[src/hw/pkt_settings.svh]
`ifndef PKT_SETTINGS_SVH
`define PKT_SETTINGS_SVH

// Width of one FIFO data word
`define PKT_DATA_WIDTH 32

// Number of switch ports, sets the dest and source port field width
`define PKT_PORT_TOTAL 16

// Number of priority levels, sets the priority field width
`define PKT_PRIORITY_LEVELS 4

// Length field range; legal lengths are 1 to PKT_LENGTH_MAX-1
`define PKT_LENGTH_MAX 64

// FIFO depth in words, at least two maximum packets
`define PKT_FIFO_DEPTH 128

`endif

[src/hw/pkt_pkg.sv]
`include "pkt_settings.svh"

package pkt_pkg;

    typedef logic [`PKT_DATA_WIDTH-1:0] pkt_data_t;
    typedef logic [$clog2(`PKT_PORT_TOTAL)-1:0] pkt_port_t;
    typedef logic [$clog2(`PKT_PRIORITY_LEVELS)-1:0] pkt_prio_t;
    typedef logic [$clog2(`PKT_LENGTH_MAX)-1:0] pkt_len_t;

    // Low bits of the header word, upper bits are zero
    typedef struct packed {
        pkt_port_t dest;
        pkt_prio_t prio;
        pkt_len_t  length;
    } pkt_header_t;

    // One FIFO entry
    typedef struct packed {
        logic      sop;
        logic      eop;
        pkt_data_t data;
    } pkt_word_t;

    // Report for the last packet the sink finished
    typedef struct packed {
        pkt_port_t   src_port;
        pkt_header_t header;
        logic        error;
    } pkt_status_t;

endpackage

[src/hw/packet_source.sv]
module packet_source import pkt_pkg::*; #(
    parameter pkt_port_t tx_port = '0
) (
    input  logic      clk,
    input  logic      rst_n,
    input  logic      start,
    input  pkt_port_t dest,
    input  pkt_prio_t prio,
    input  pkt_len_t  length,
    input  logic      room,
    output logic      ready,
    output logic      done,
    output logic      wr_vld,
    output pkt_word_t wr_word
);

    typedef enum logic [1:0] {
        ST_IDLE,
        ST_HEADER,
        ST_SEND,
        ST_DONE
    } src_state_t;

    src_state_t  state;
    pkt_header_t hdr_q;
    pkt_len_t    idx;
    logic        accept;
    logic        last;

    assign ready  = (state == ST_IDLE) && room;
    assign accept = ready && start;
    assign last   = (idx == hdr_q.length - pkt_len_t'(1));
    assign done   = (state == ST_DONE);
    assign wr_vld = (state == ST_HEADER) || (state == ST_SEND);

    always_ff @(posedge clk or negedge rst_n) begin
        if (!rst_n) begin
            state <= ST_IDLE;
            idx   <= '0;
        end else begin
            case (state)
                ST_IDLE: begin
                    idx <= '0;
                    if (accept) begin
                        state <= ST_HEADER;
                    end
                end
                ST_HEADER: begin
                    state <= ST_SEND;
                end
                ST_SEND: begin
                    idx <= idx + pkt_len_t'(1);
                    if (last) begin
                        state <= ST_DONE;
                    end
                end
                ST_DONE: begin
                    if (!start) begin  // Wait for the start strobe to drop
                        state <= ST_IDLE;
                    end
                end
                default: state <= ST_IDLE;
            endcase
        end
    end

    always_ff @(posedge clk) begin
        if (accept) begin
            hdr_q <= '{dest: dest, prio: prio, length: length};
        end
    end

    always_comb begin
        wr_word = '0;
        case (state)
            ST_HEADER: begin
                wr_word.sop  = 1'b1;
                wr_word.data = pkt_data_t'(hdr_q);
            end
            ST_SEND: begin
                wr_word.eop  = last;
                wr_word.data = {tx_port, hdr_q.dest, 24'(idx)};  // Port, dest, running index
            end
            default: ;
        endcase
    end

    a_length_nonzero: assert property (
        @(posedge clk) disable iff (!rst_n) accept |-> (length != '0)
    );

    a_quiet_after_eop: assert property (
        @(posedge clk) disable iff (!rst_n) (wr_vld && wr_word.eop) |=> !wr_vld
    );

endmodule

[src/hw/packet_fifo.sv]
`include "pkt_settings.svh"

module packet_fifo import pkt_pkg::*; #(
    parameter type word_t = pkt_word_t
) (
    input  logic  clk,
    input  logic  rst_n,
    input  logic  push,
    input  word_t push_word,
    input  logic  pop,
    output word_t head_word,
    output logic  empty,
    output logic  room
);

    localparam int DEPTH = `PKT_FIFO_DEPTH;
    localparam int PTR_W = $clog2(DEPTH);

    localparam logic [PTR_W:0]   FILL_MAX = (PTR_W + 1)'(DEPTH);
    localparam logic [PTR_W:0]   ROOM_MIN = (PTR_W + 1)'(`PKT_LENGTH_MAX);
    localparam logic [PTR_W-1:0] PTR_LAST = PTR_W'(DEPTH - 1);

    word_t            mem [DEPTH];
    logic [PTR_W-1:0] wr_ptr;
    logic [PTR_W-1:0] rd_ptr;
    logic [PTR_W:0]   fill;
    logic             full;

    assign head_word = mem[rd_ptr];  // Show-ahead read of the oldest entry
    assign empty     = (fill == '0);
    assign full      = (fill == FILL_MAX);
    assign room      = (FILL_MAX - fill) >= ROOM_MIN;  // Space for one whole packet

    always_ff @(posedge clk) begin
        if (push) begin
            mem[wr_ptr] <= push_word;
        end
    end

    always_ff @(posedge clk or negedge rst_n) begin
        if (!rst_n) begin
            wr_ptr <= '0;
            rd_ptr <= '0;
            fill   <= '0;
        end else begin
            if (push) begin
                wr_ptr <= (wr_ptr == PTR_LAST) ? '0 : wr_ptr + 1'b1;
            end
            if (pop) begin
                rd_ptr <= (rd_ptr == PTR_LAST) ? '0 : rd_ptr + 1'b1;
            end
            case ({push, pop})
                2'b10:   fill <= fill + 1'b1;
                2'b01:   fill <= fill - 1'b1;
                default: fill <= fill;
            endcase
        end
    end

    a_no_overflow: assert property (
        @(posedge clk) disable iff (!rst_n) full |-> !push
    );

    a_no_underflow: assert property (
        @(posedge clk) disable iff (!rst_n) empty |-> !pop
    );

endmodule

[src/hw/packet_sink.sv]
module packet_sink import pkt_pkg::*; (
    input  logic        clk,
    input  logic        rst_n,
    input  logic        hold,
    input  pkt_word_t   head_word,
    input  logic        empty,
    output logic        pop,
    output logic        pkt_done,
    output pkt_status_t status,
    output logic [15:0] good_count,
    output logic [15:0] bad_count
);

    pkt_header_t hdr_q;
    logic [23:0] idx_q;
    pkt_port_t   src_q;
    logic        in_pkt_q;
    logic        err_q;

    pkt_port_t   word_src;
    pkt_port_t   word_dest;
    logic [23:0] word_idx;
    pkt_port_t   src_now;
    logic        word_bad;
    logic        pkt_bad;

    assign pop = !empty && !hold;

    assign word_src  = head_word.data[31:28];
    assign word_dest = head_word.data[27:24];
    assign word_idx  = head_word.data[23:0];

    // First payload word carries the source port for the whole packet
    assign src_now = (idx_q == '0) ? word_src : src_q;

    assign word_bad = !in_pkt_q || (word_dest != hdr_q.dest) || (word_idx != idx_q);
    assign pkt_bad  = err_q || word_bad || (idx_q != 24'(hdr_q.length) - 24'd1);

    always_ff @(posedge clk or negedge rst_n) begin
        if (!rst_n) begin
            hdr_q      <= '0;
            idx_q      <= '0;
            src_q      <= '0;
            in_pkt_q   <= 1'b0;
            err_q      <= 1'b0;
            pkt_done   <= 1'b0;
            status     <= '0;
            good_count <= '0;
            bad_count  <= '0;
        end else begin
            pkt_done <= 1'b0;
            if (pop) begin
                if (head_word.sop) begin
                    hdr_q    <= pkt_header_t'(head_word.data[$bits(pkt_header_t)-1:0]);
                    idx_q    <= '0;
                    in_pkt_q <= 1'b1;
                    err_q    <= 1'b0;
                end else begin
                    idx_q <= idx_q + 24'd1;
                    err_q <= err_q || word_bad;  // Sticky until the next header
                    if (idx_q == '0) begin
                        src_q <= word_src;
                    end
                    if (head_word.eop) begin
                        in_pkt_q <= 1'b0;
                        pkt_done <= 1'b1;
                        status   <= '{src_port: src_now, header: hdr_q, error: pkt_bad};
                        if (pkt_bad) begin
                            bad_count <= bad_count + 16'd1;
                        end else begin
                            good_count <= good_count + 16'd1;
                        end
                    end
                end
            end
        end
    end

    // Every packet has a header, so two eop words never pop back to back
    a_done_single: assert property (
        @(posedge clk) disable iff (!rst_n) pkt_done |=> !pkt_done
    );

endmodule

[src/hw/packet_loop_top.sv]
module packet_loop_top import pkt_pkg::*; #(
    parameter pkt_port_t tx_port = '0
) (
    input  logic        clk,
    input  logic        rst_n,
    input  logic        start,
    input  pkt_port_t   dest,
    input  pkt_prio_t   prio,
    input  pkt_len_t    length,
    input  logic        hold,
    output logic        ready,
    output logic        done,
    output logic        pkt_done,
    output pkt_status_t status,
    output logic [15:0] good_count,
    output logic [15:0] bad_count
);

    logic      wr_vld;
    pkt_word_t wr_word;
    logic      room;
    pkt_word_t head_word;
    logic      empty;
    logic      pop;

    packet_source #(
        .tx_port(tx_port)
    ) packet_source_i (
        .clk    (clk),
        .rst_n  (rst_n),
        .start  (start),
        .dest   (dest),
        .prio   (prio),
        .length (length),
        .room   (room),
        .ready  (ready),
        .done   (done),
        .wr_vld (wr_vld),
        .wr_word(wr_word)
    );

    packet_fifo #(
        .word_t(pkt_word_t)
    ) packet_fifo_i (
        .clk      (clk),
        .rst_n    (rst_n),
        .push     (wr_vld),
        .push_word(wr_word),
        .pop      (pop),
        .head_word(head_word),
        .empty    (empty),
        .room     (room)
    );

    packet_sink packet_sink_i (
        .clk       (clk),
        .rst_n     (rst_n),
        .hold      (hold),
        .head_word (head_word),
        .empty     (empty),
        .pop       (pop),
        .pkt_done  (pkt_done),
        .status    (status),
        .good_count(good_count),
        .bad_count (bad_count)
    );

endmodule

[config.mk]
export PLATFORM = sky130hd
export DESIGN_NAME = packet_loop_top
export DESIGN_NICKNAME = d
export VERILOG_FILES = /design/src/hw/pkt_pkg.sv /design/src/hw/packet_source.sv /design/src/hw/packet_fifo.sv /design/src/hw/packet_sink.sv /design/src/hw/packet_loop_top.sv
export VERILOG_INCLUDE_DIRS = /design/src /design/src/hw
export SDC_FILE = /design/constraint.sdc
export NUM_CORES = 2
export LEC_CHECK = 0
export ABC_AREA = 1
export BUFFER_PORTS_ARGS = -buffer_cell sky130_fd_sc_hd__buf_4
export CORE_AREA = 2 2 543 545
export DETAILED_ROUTE_END_ITERATION = 12
export DIE_AREA = 0 0 545 547
export PLACE_DENSITY = 0.5
export SYNTH_ARGS = -nofsm -noshare
export SYNTH_HDL_FRONTEND = slang
export SYNTH_MEMORY_MAX_BITS = 65536
export SYNTH_SLANG_ARGS = --single-unit
export TNS_END_PERCENT = 50
[constraint.sdc]
create_clock -name clk -period 10 [get_ports clk]
set_input_delay 1.5 -clock clk [delete_from_list [all_inputs] [get_ports clk]]
set_output_delay 1.5 -clock clk [all_outputs]
set_load 0.01 [all_outputs]
==> out/summary.md <==
Across the VDD grid, the largest voltage drop is 0.000271 V. By area the synthesized netlist is led by sky130_fd_sc_hd__edfxtp_1 68%, sky130_fd_sc_hd__nand2_1 7.3%, sky130_fd_sc_hd__nor2_1 5.7%. The number of enable-type register cells in the synthesized netlist works out to 2316. The run finished with clean final reports. Measured along the x axis, the die boundary spans 545 um. The logs give 0 for the hold violation total from the final report and 21.1% for the global routing usage summed across all routing layers. The predominant post-synthesis flop cell was sky130_fd_sc_hd__edfxtp_1.

The gate count of the mapped netlist is 9131, and the synthesized area divided by synthesized cell count is 11.2 um^2. Most common cell in the netlist: sky130_fd_sc_hd__edfxtp_1. The initial antenna violation count is 16. The via-per-instance ratio came out at 5.14. The proportion of power drawn by the clock network is 29.2%, and the share of the synthesized area in compound gates (AO/OA/AOI/OAI) is 6.38%. In the post-route analysis, the smallest setup slack over all paths is 4.19 ns.

At the end of the flow, the number of nets in the layout was 9209. TritonCTS built the clock tree. The routed length per instance is 24.0 um. The cell at the root of the clock tree is sky130_fd_sc_hd__clkbuf_16. The run gives 6 as the number of optimization iterations in the first detailed-route pass.

The critical path is of the flop to flop type. Timing would allow up to 172 MHz. The cell with the most instances on the worst path is sky130_fd_sc_hd__nand2_1. The post-route non-filler standard cell count was 13300. The initial utilization of the core area, before any placement, comes to 34.8%. The worst hold slack across all endpoints is 0.475 ns, and the worst relative slew slack is 9.35%.

The slowest library cell on the worst path was sky130_fd_sc_hd__dfrtp_4. During synthesis, Yosys emitted a total of 0 warnings. The post-cts resize count was 0; the count of buffers from port buffering was 67. The synthesized-area fraction occupied by adder cells was 0.265%; the insertion delay to the later sink of the worst-skew pair was 0.93 ns. The pin slew with the least headroom to its limit works out to 1.36 ns.

The number of buffers inserted to repair setup after CTS is 0. Summing the sequential cell areas from Yosys gives 71.2% of the chip area. The number of nets with antenna violations after detailed routing is 0. The run gives 12.9 mW as the net switching power of the design.

The count of cells along the worst hold path is 2. The worst setup slack after placement is 4.22 ns, and the static leakage is 42.6 nW. Cells with a size suffix above 1 make up 8.42% of the layout.

The logs give 12800 for the cell count after placement and 0 for the number of max-cap violations. The worst setup path is captured at a flop. The number of global-route vias before repair is 64600.

For the sequential share of power, the log shows 37.9%. The run gives 68300 as the routed via count. The synthesized design spends more area on one cell type than any other, namely sky130_fd_sc_hd__edfxtp_1. The setup check on the worst reg-to-reg path leaves a slack of 4.19 ns.

The highest fanout seen on the critical path came out at 222. The number of endpoints failing setup at the final stage was 0; the area share of the largest cell type after synthesis was 68.2%. The routed wire length was 319000 um; the count of hold buffers inserted by post-cts repair was 0. Share of flip-flops with an asynchronous set or reset after synthesis: 5.00%. Launch instance of the worst min-delay path: packet_sink_i.status[3]$_DFFE_PN0P_.

The region available for standard cell placement spans 0.293 mm^2. At the worst endpoint, the arrival time is 6.62 ns. Level count of the clock H-tree: 5. Origin of the critical flop-to-flop path: packet_fifo_i.rd_ptr[0]$_DFFE_PN0P_. The wire-length estimate of the detail-placed layout is 180000 um.

The total congestion overflow after global routing was 0; the unique cell type count in the Yosys netlist was 49. The longest clock path from root to sink contains 4 buffers. The internal power was 20.4 mW. The critical path starts at packet_fifo_i.rd_ptr[0]$_DFFE_PN0P_. The min-delay analysis places its worst path in the category flop to flop.

Entering global routing, the biggest net connects 223 pins. The chip height was 547 um. For the final setup TNS, the log shows 0 ns. After synthesis, the largest family of logic cells by area is simple AND/OR/NAND/NOR gates. Summing the areas of all and, or, nand and nor instances in the mapped netlist gives 17.0% of the synthesized area.

For the worst setup path, the data required time is 10.81 ns. Counting the buffers created by CTS gives 287. The run gives 0.102 mm^2 as the total standard cell area after synthesis. The global-route wire length before repair is 462000 um. Of the total power, the share spent switching nets is 38.7%.

The relative contribution of combinational cells to total power came out at 33.0%. The fraction of synthesized area in multiplexers is 0.00982%. In this run the power density over the cells is 288 mW/mm^2. Setup repair after global routing left no endpoint under its margin. The worst clock skew was 0.0732 ns; the synthesis-stage register bit count was 2438. The minimum period implied by the final worst setup slack works out to 5.81 ns. The number of nets in the synthesized netlist is 9168. After synthesis, the most frequently instantiated cells are 2316 x sky130_fd_sc_hd__edfxtp_1, 1980 x sky130_fd_sc_hd__nand2_1, 1544 x sky130_fd_sc_hd__nor2_1, 699 x sky130_fd_sc_hd__nand3_1, 697 x sky130_fd_sc_hd__o21ai_0. The tools report the TritonCTS sink count as 2438. The worst setup path is launched from a flop.

The tools report the weighted congestion reported at the end of routability-driven placement as 0.872. The worst stage delay on the critical path was 0.76 ns. 68 I/O pins were placed. Relative to the synthesized area, the layout overhead comes to 13.3%. The final number of max-transition violations was 0; the synthesized-area fraction occupied by xor and xnor cells was 0.369%. The worst register-to-register path has a depth of 26. Dividing the final minimum period by the clock period gives 58.1%. After clock tree synthesis, the clock-pin slew on the worst setup and hold paths is 0.06 ns. The post-route DRC violation count was 0; the number of placement rows was 199. The die covers 0.298 mm^2. After the first detailed-routing iteration, the DRC count stood at 7732.
-- cell families after synthesis --
logic type,Yosys count
mux,1
xor+xnor,43
fa+ha+maj,21
compound gates,1197
flops,2438
buf+inv,1110
simple gates,4321
-- power groups by stage --
stage	logic (mW)	clock network, mW	registers [mW]
4_1_cts	11.0	9.89	12.6
3_5_place_dp	11.0	0	12.8
3_3_place_gp	10.9	0	12.8
2_1_floorplan	6.29	0	12.8
5_1_grt	11.9	10.3	12.6
6_report	11.0	9.71	12.6
-- routing by layer --
metal	up-vias	wire length, um	global-route usage [%]
met3	475	22000	3.47
met4	2	9390	6.12
met1	34100	141000	29.8
met5	-	19	0
li1	31300	-	-
met2	2351	146000	33.2
-- layout by cell type, fill, tap and decap left out, drive strengths merged, types with 28 or more instances in the layout --
| cell | instances |
|---|---|
| nand4 | 28 |
| nand3 | 699 |
| a21oi | 116 |
| clkinv | 90 |
| o22ai | 60 |
| nor3 | 32 |
| clkbuf | 372 |
| o21ai | 863 |
| o211ai | 119 |
| inv | 605 |
| dfrtp | 122 |
| edfxtp | 2316 |
| nor2 | 1550 |
| nand2 | 1983 |
| buf | 260 |
-- layout make-up --
type | instances | area [um^2]
Clock inverter | 110 | 835
Fill cell | 27900 | 177000
Sequential cell | 2438 | 72600
Multi-Input combinational cell | 5583 | 25000
Inverter | 602 | 2330
Timing Repair Buffer | 260 | 2180
Tap cell | 3919 | 4900
Antenna cell | 8 | 20.0
Clock buffer | 372 | 7650
-- registers in the layout, summed over array words and instances (netlist names), 2 cells and up --
register                  cells
packet_fifo_i.fill            8
packet_fifo_i.mem          2304
packet_fifo_i.rd_ptr          7
packet_fifo_i.wr_ptr          7
packet_sink_i.bad_count      16
packet_sink_i.good_count     16
packet_sink_i.hdr_q          12
packet_sink_i.idx_q          24
packet_sink_i.src_q           4
packet_sink_i.status         17
packet_source_i.hdr_q        12
packet_source_i.idx           6
packet_source_i.state         2
-- worst paths after layout --
| check | to |
|---|---|
| worst max-delay path | packet_sink_i.bad_count[8]$_DFFE_PN0P_ |
| worst min-delay path | packet_sink_i.status[3]$_DFFE_PN0P_ |
| max in group asynchronous | packet_fifo_i.rd_ptr[0]$_DFFE_PN0P_ |
| worst max register to register | packet_sink_i.bad_count[8]$_DFFE_PN0P_ |
| min in group asynchronous | packet_sink_i.bad_count[7]$_DFFE_PN0P_ |
| worst min register to register | packet_sink_i.status[3]$_DFFE_PN0P_ |
-- per-stage QoR --
stage | cell area (um^2) | utilization, % | power, mW
after detailed placement | 107000 | 36.6 | 23.8
after floorplan | 102000 | - | 19.1
final | 116000 | 39.5 | 33.3
after CTS | 115000 | 39.5 | 33.5
after global routing | 115000 | 39.5 | 34.8
after global placement | 107000 | 36.6 | 23.7
-- critical path: cells and delay by family (launching register included) --
family / cells / cell delay [ns]
compound gates: 1 / 0.06
simple gates: 19 / 2.50
flops: 1 / 0.76
buf+inv: 6 / 2.00
Power figures use the tool's default switching activity.
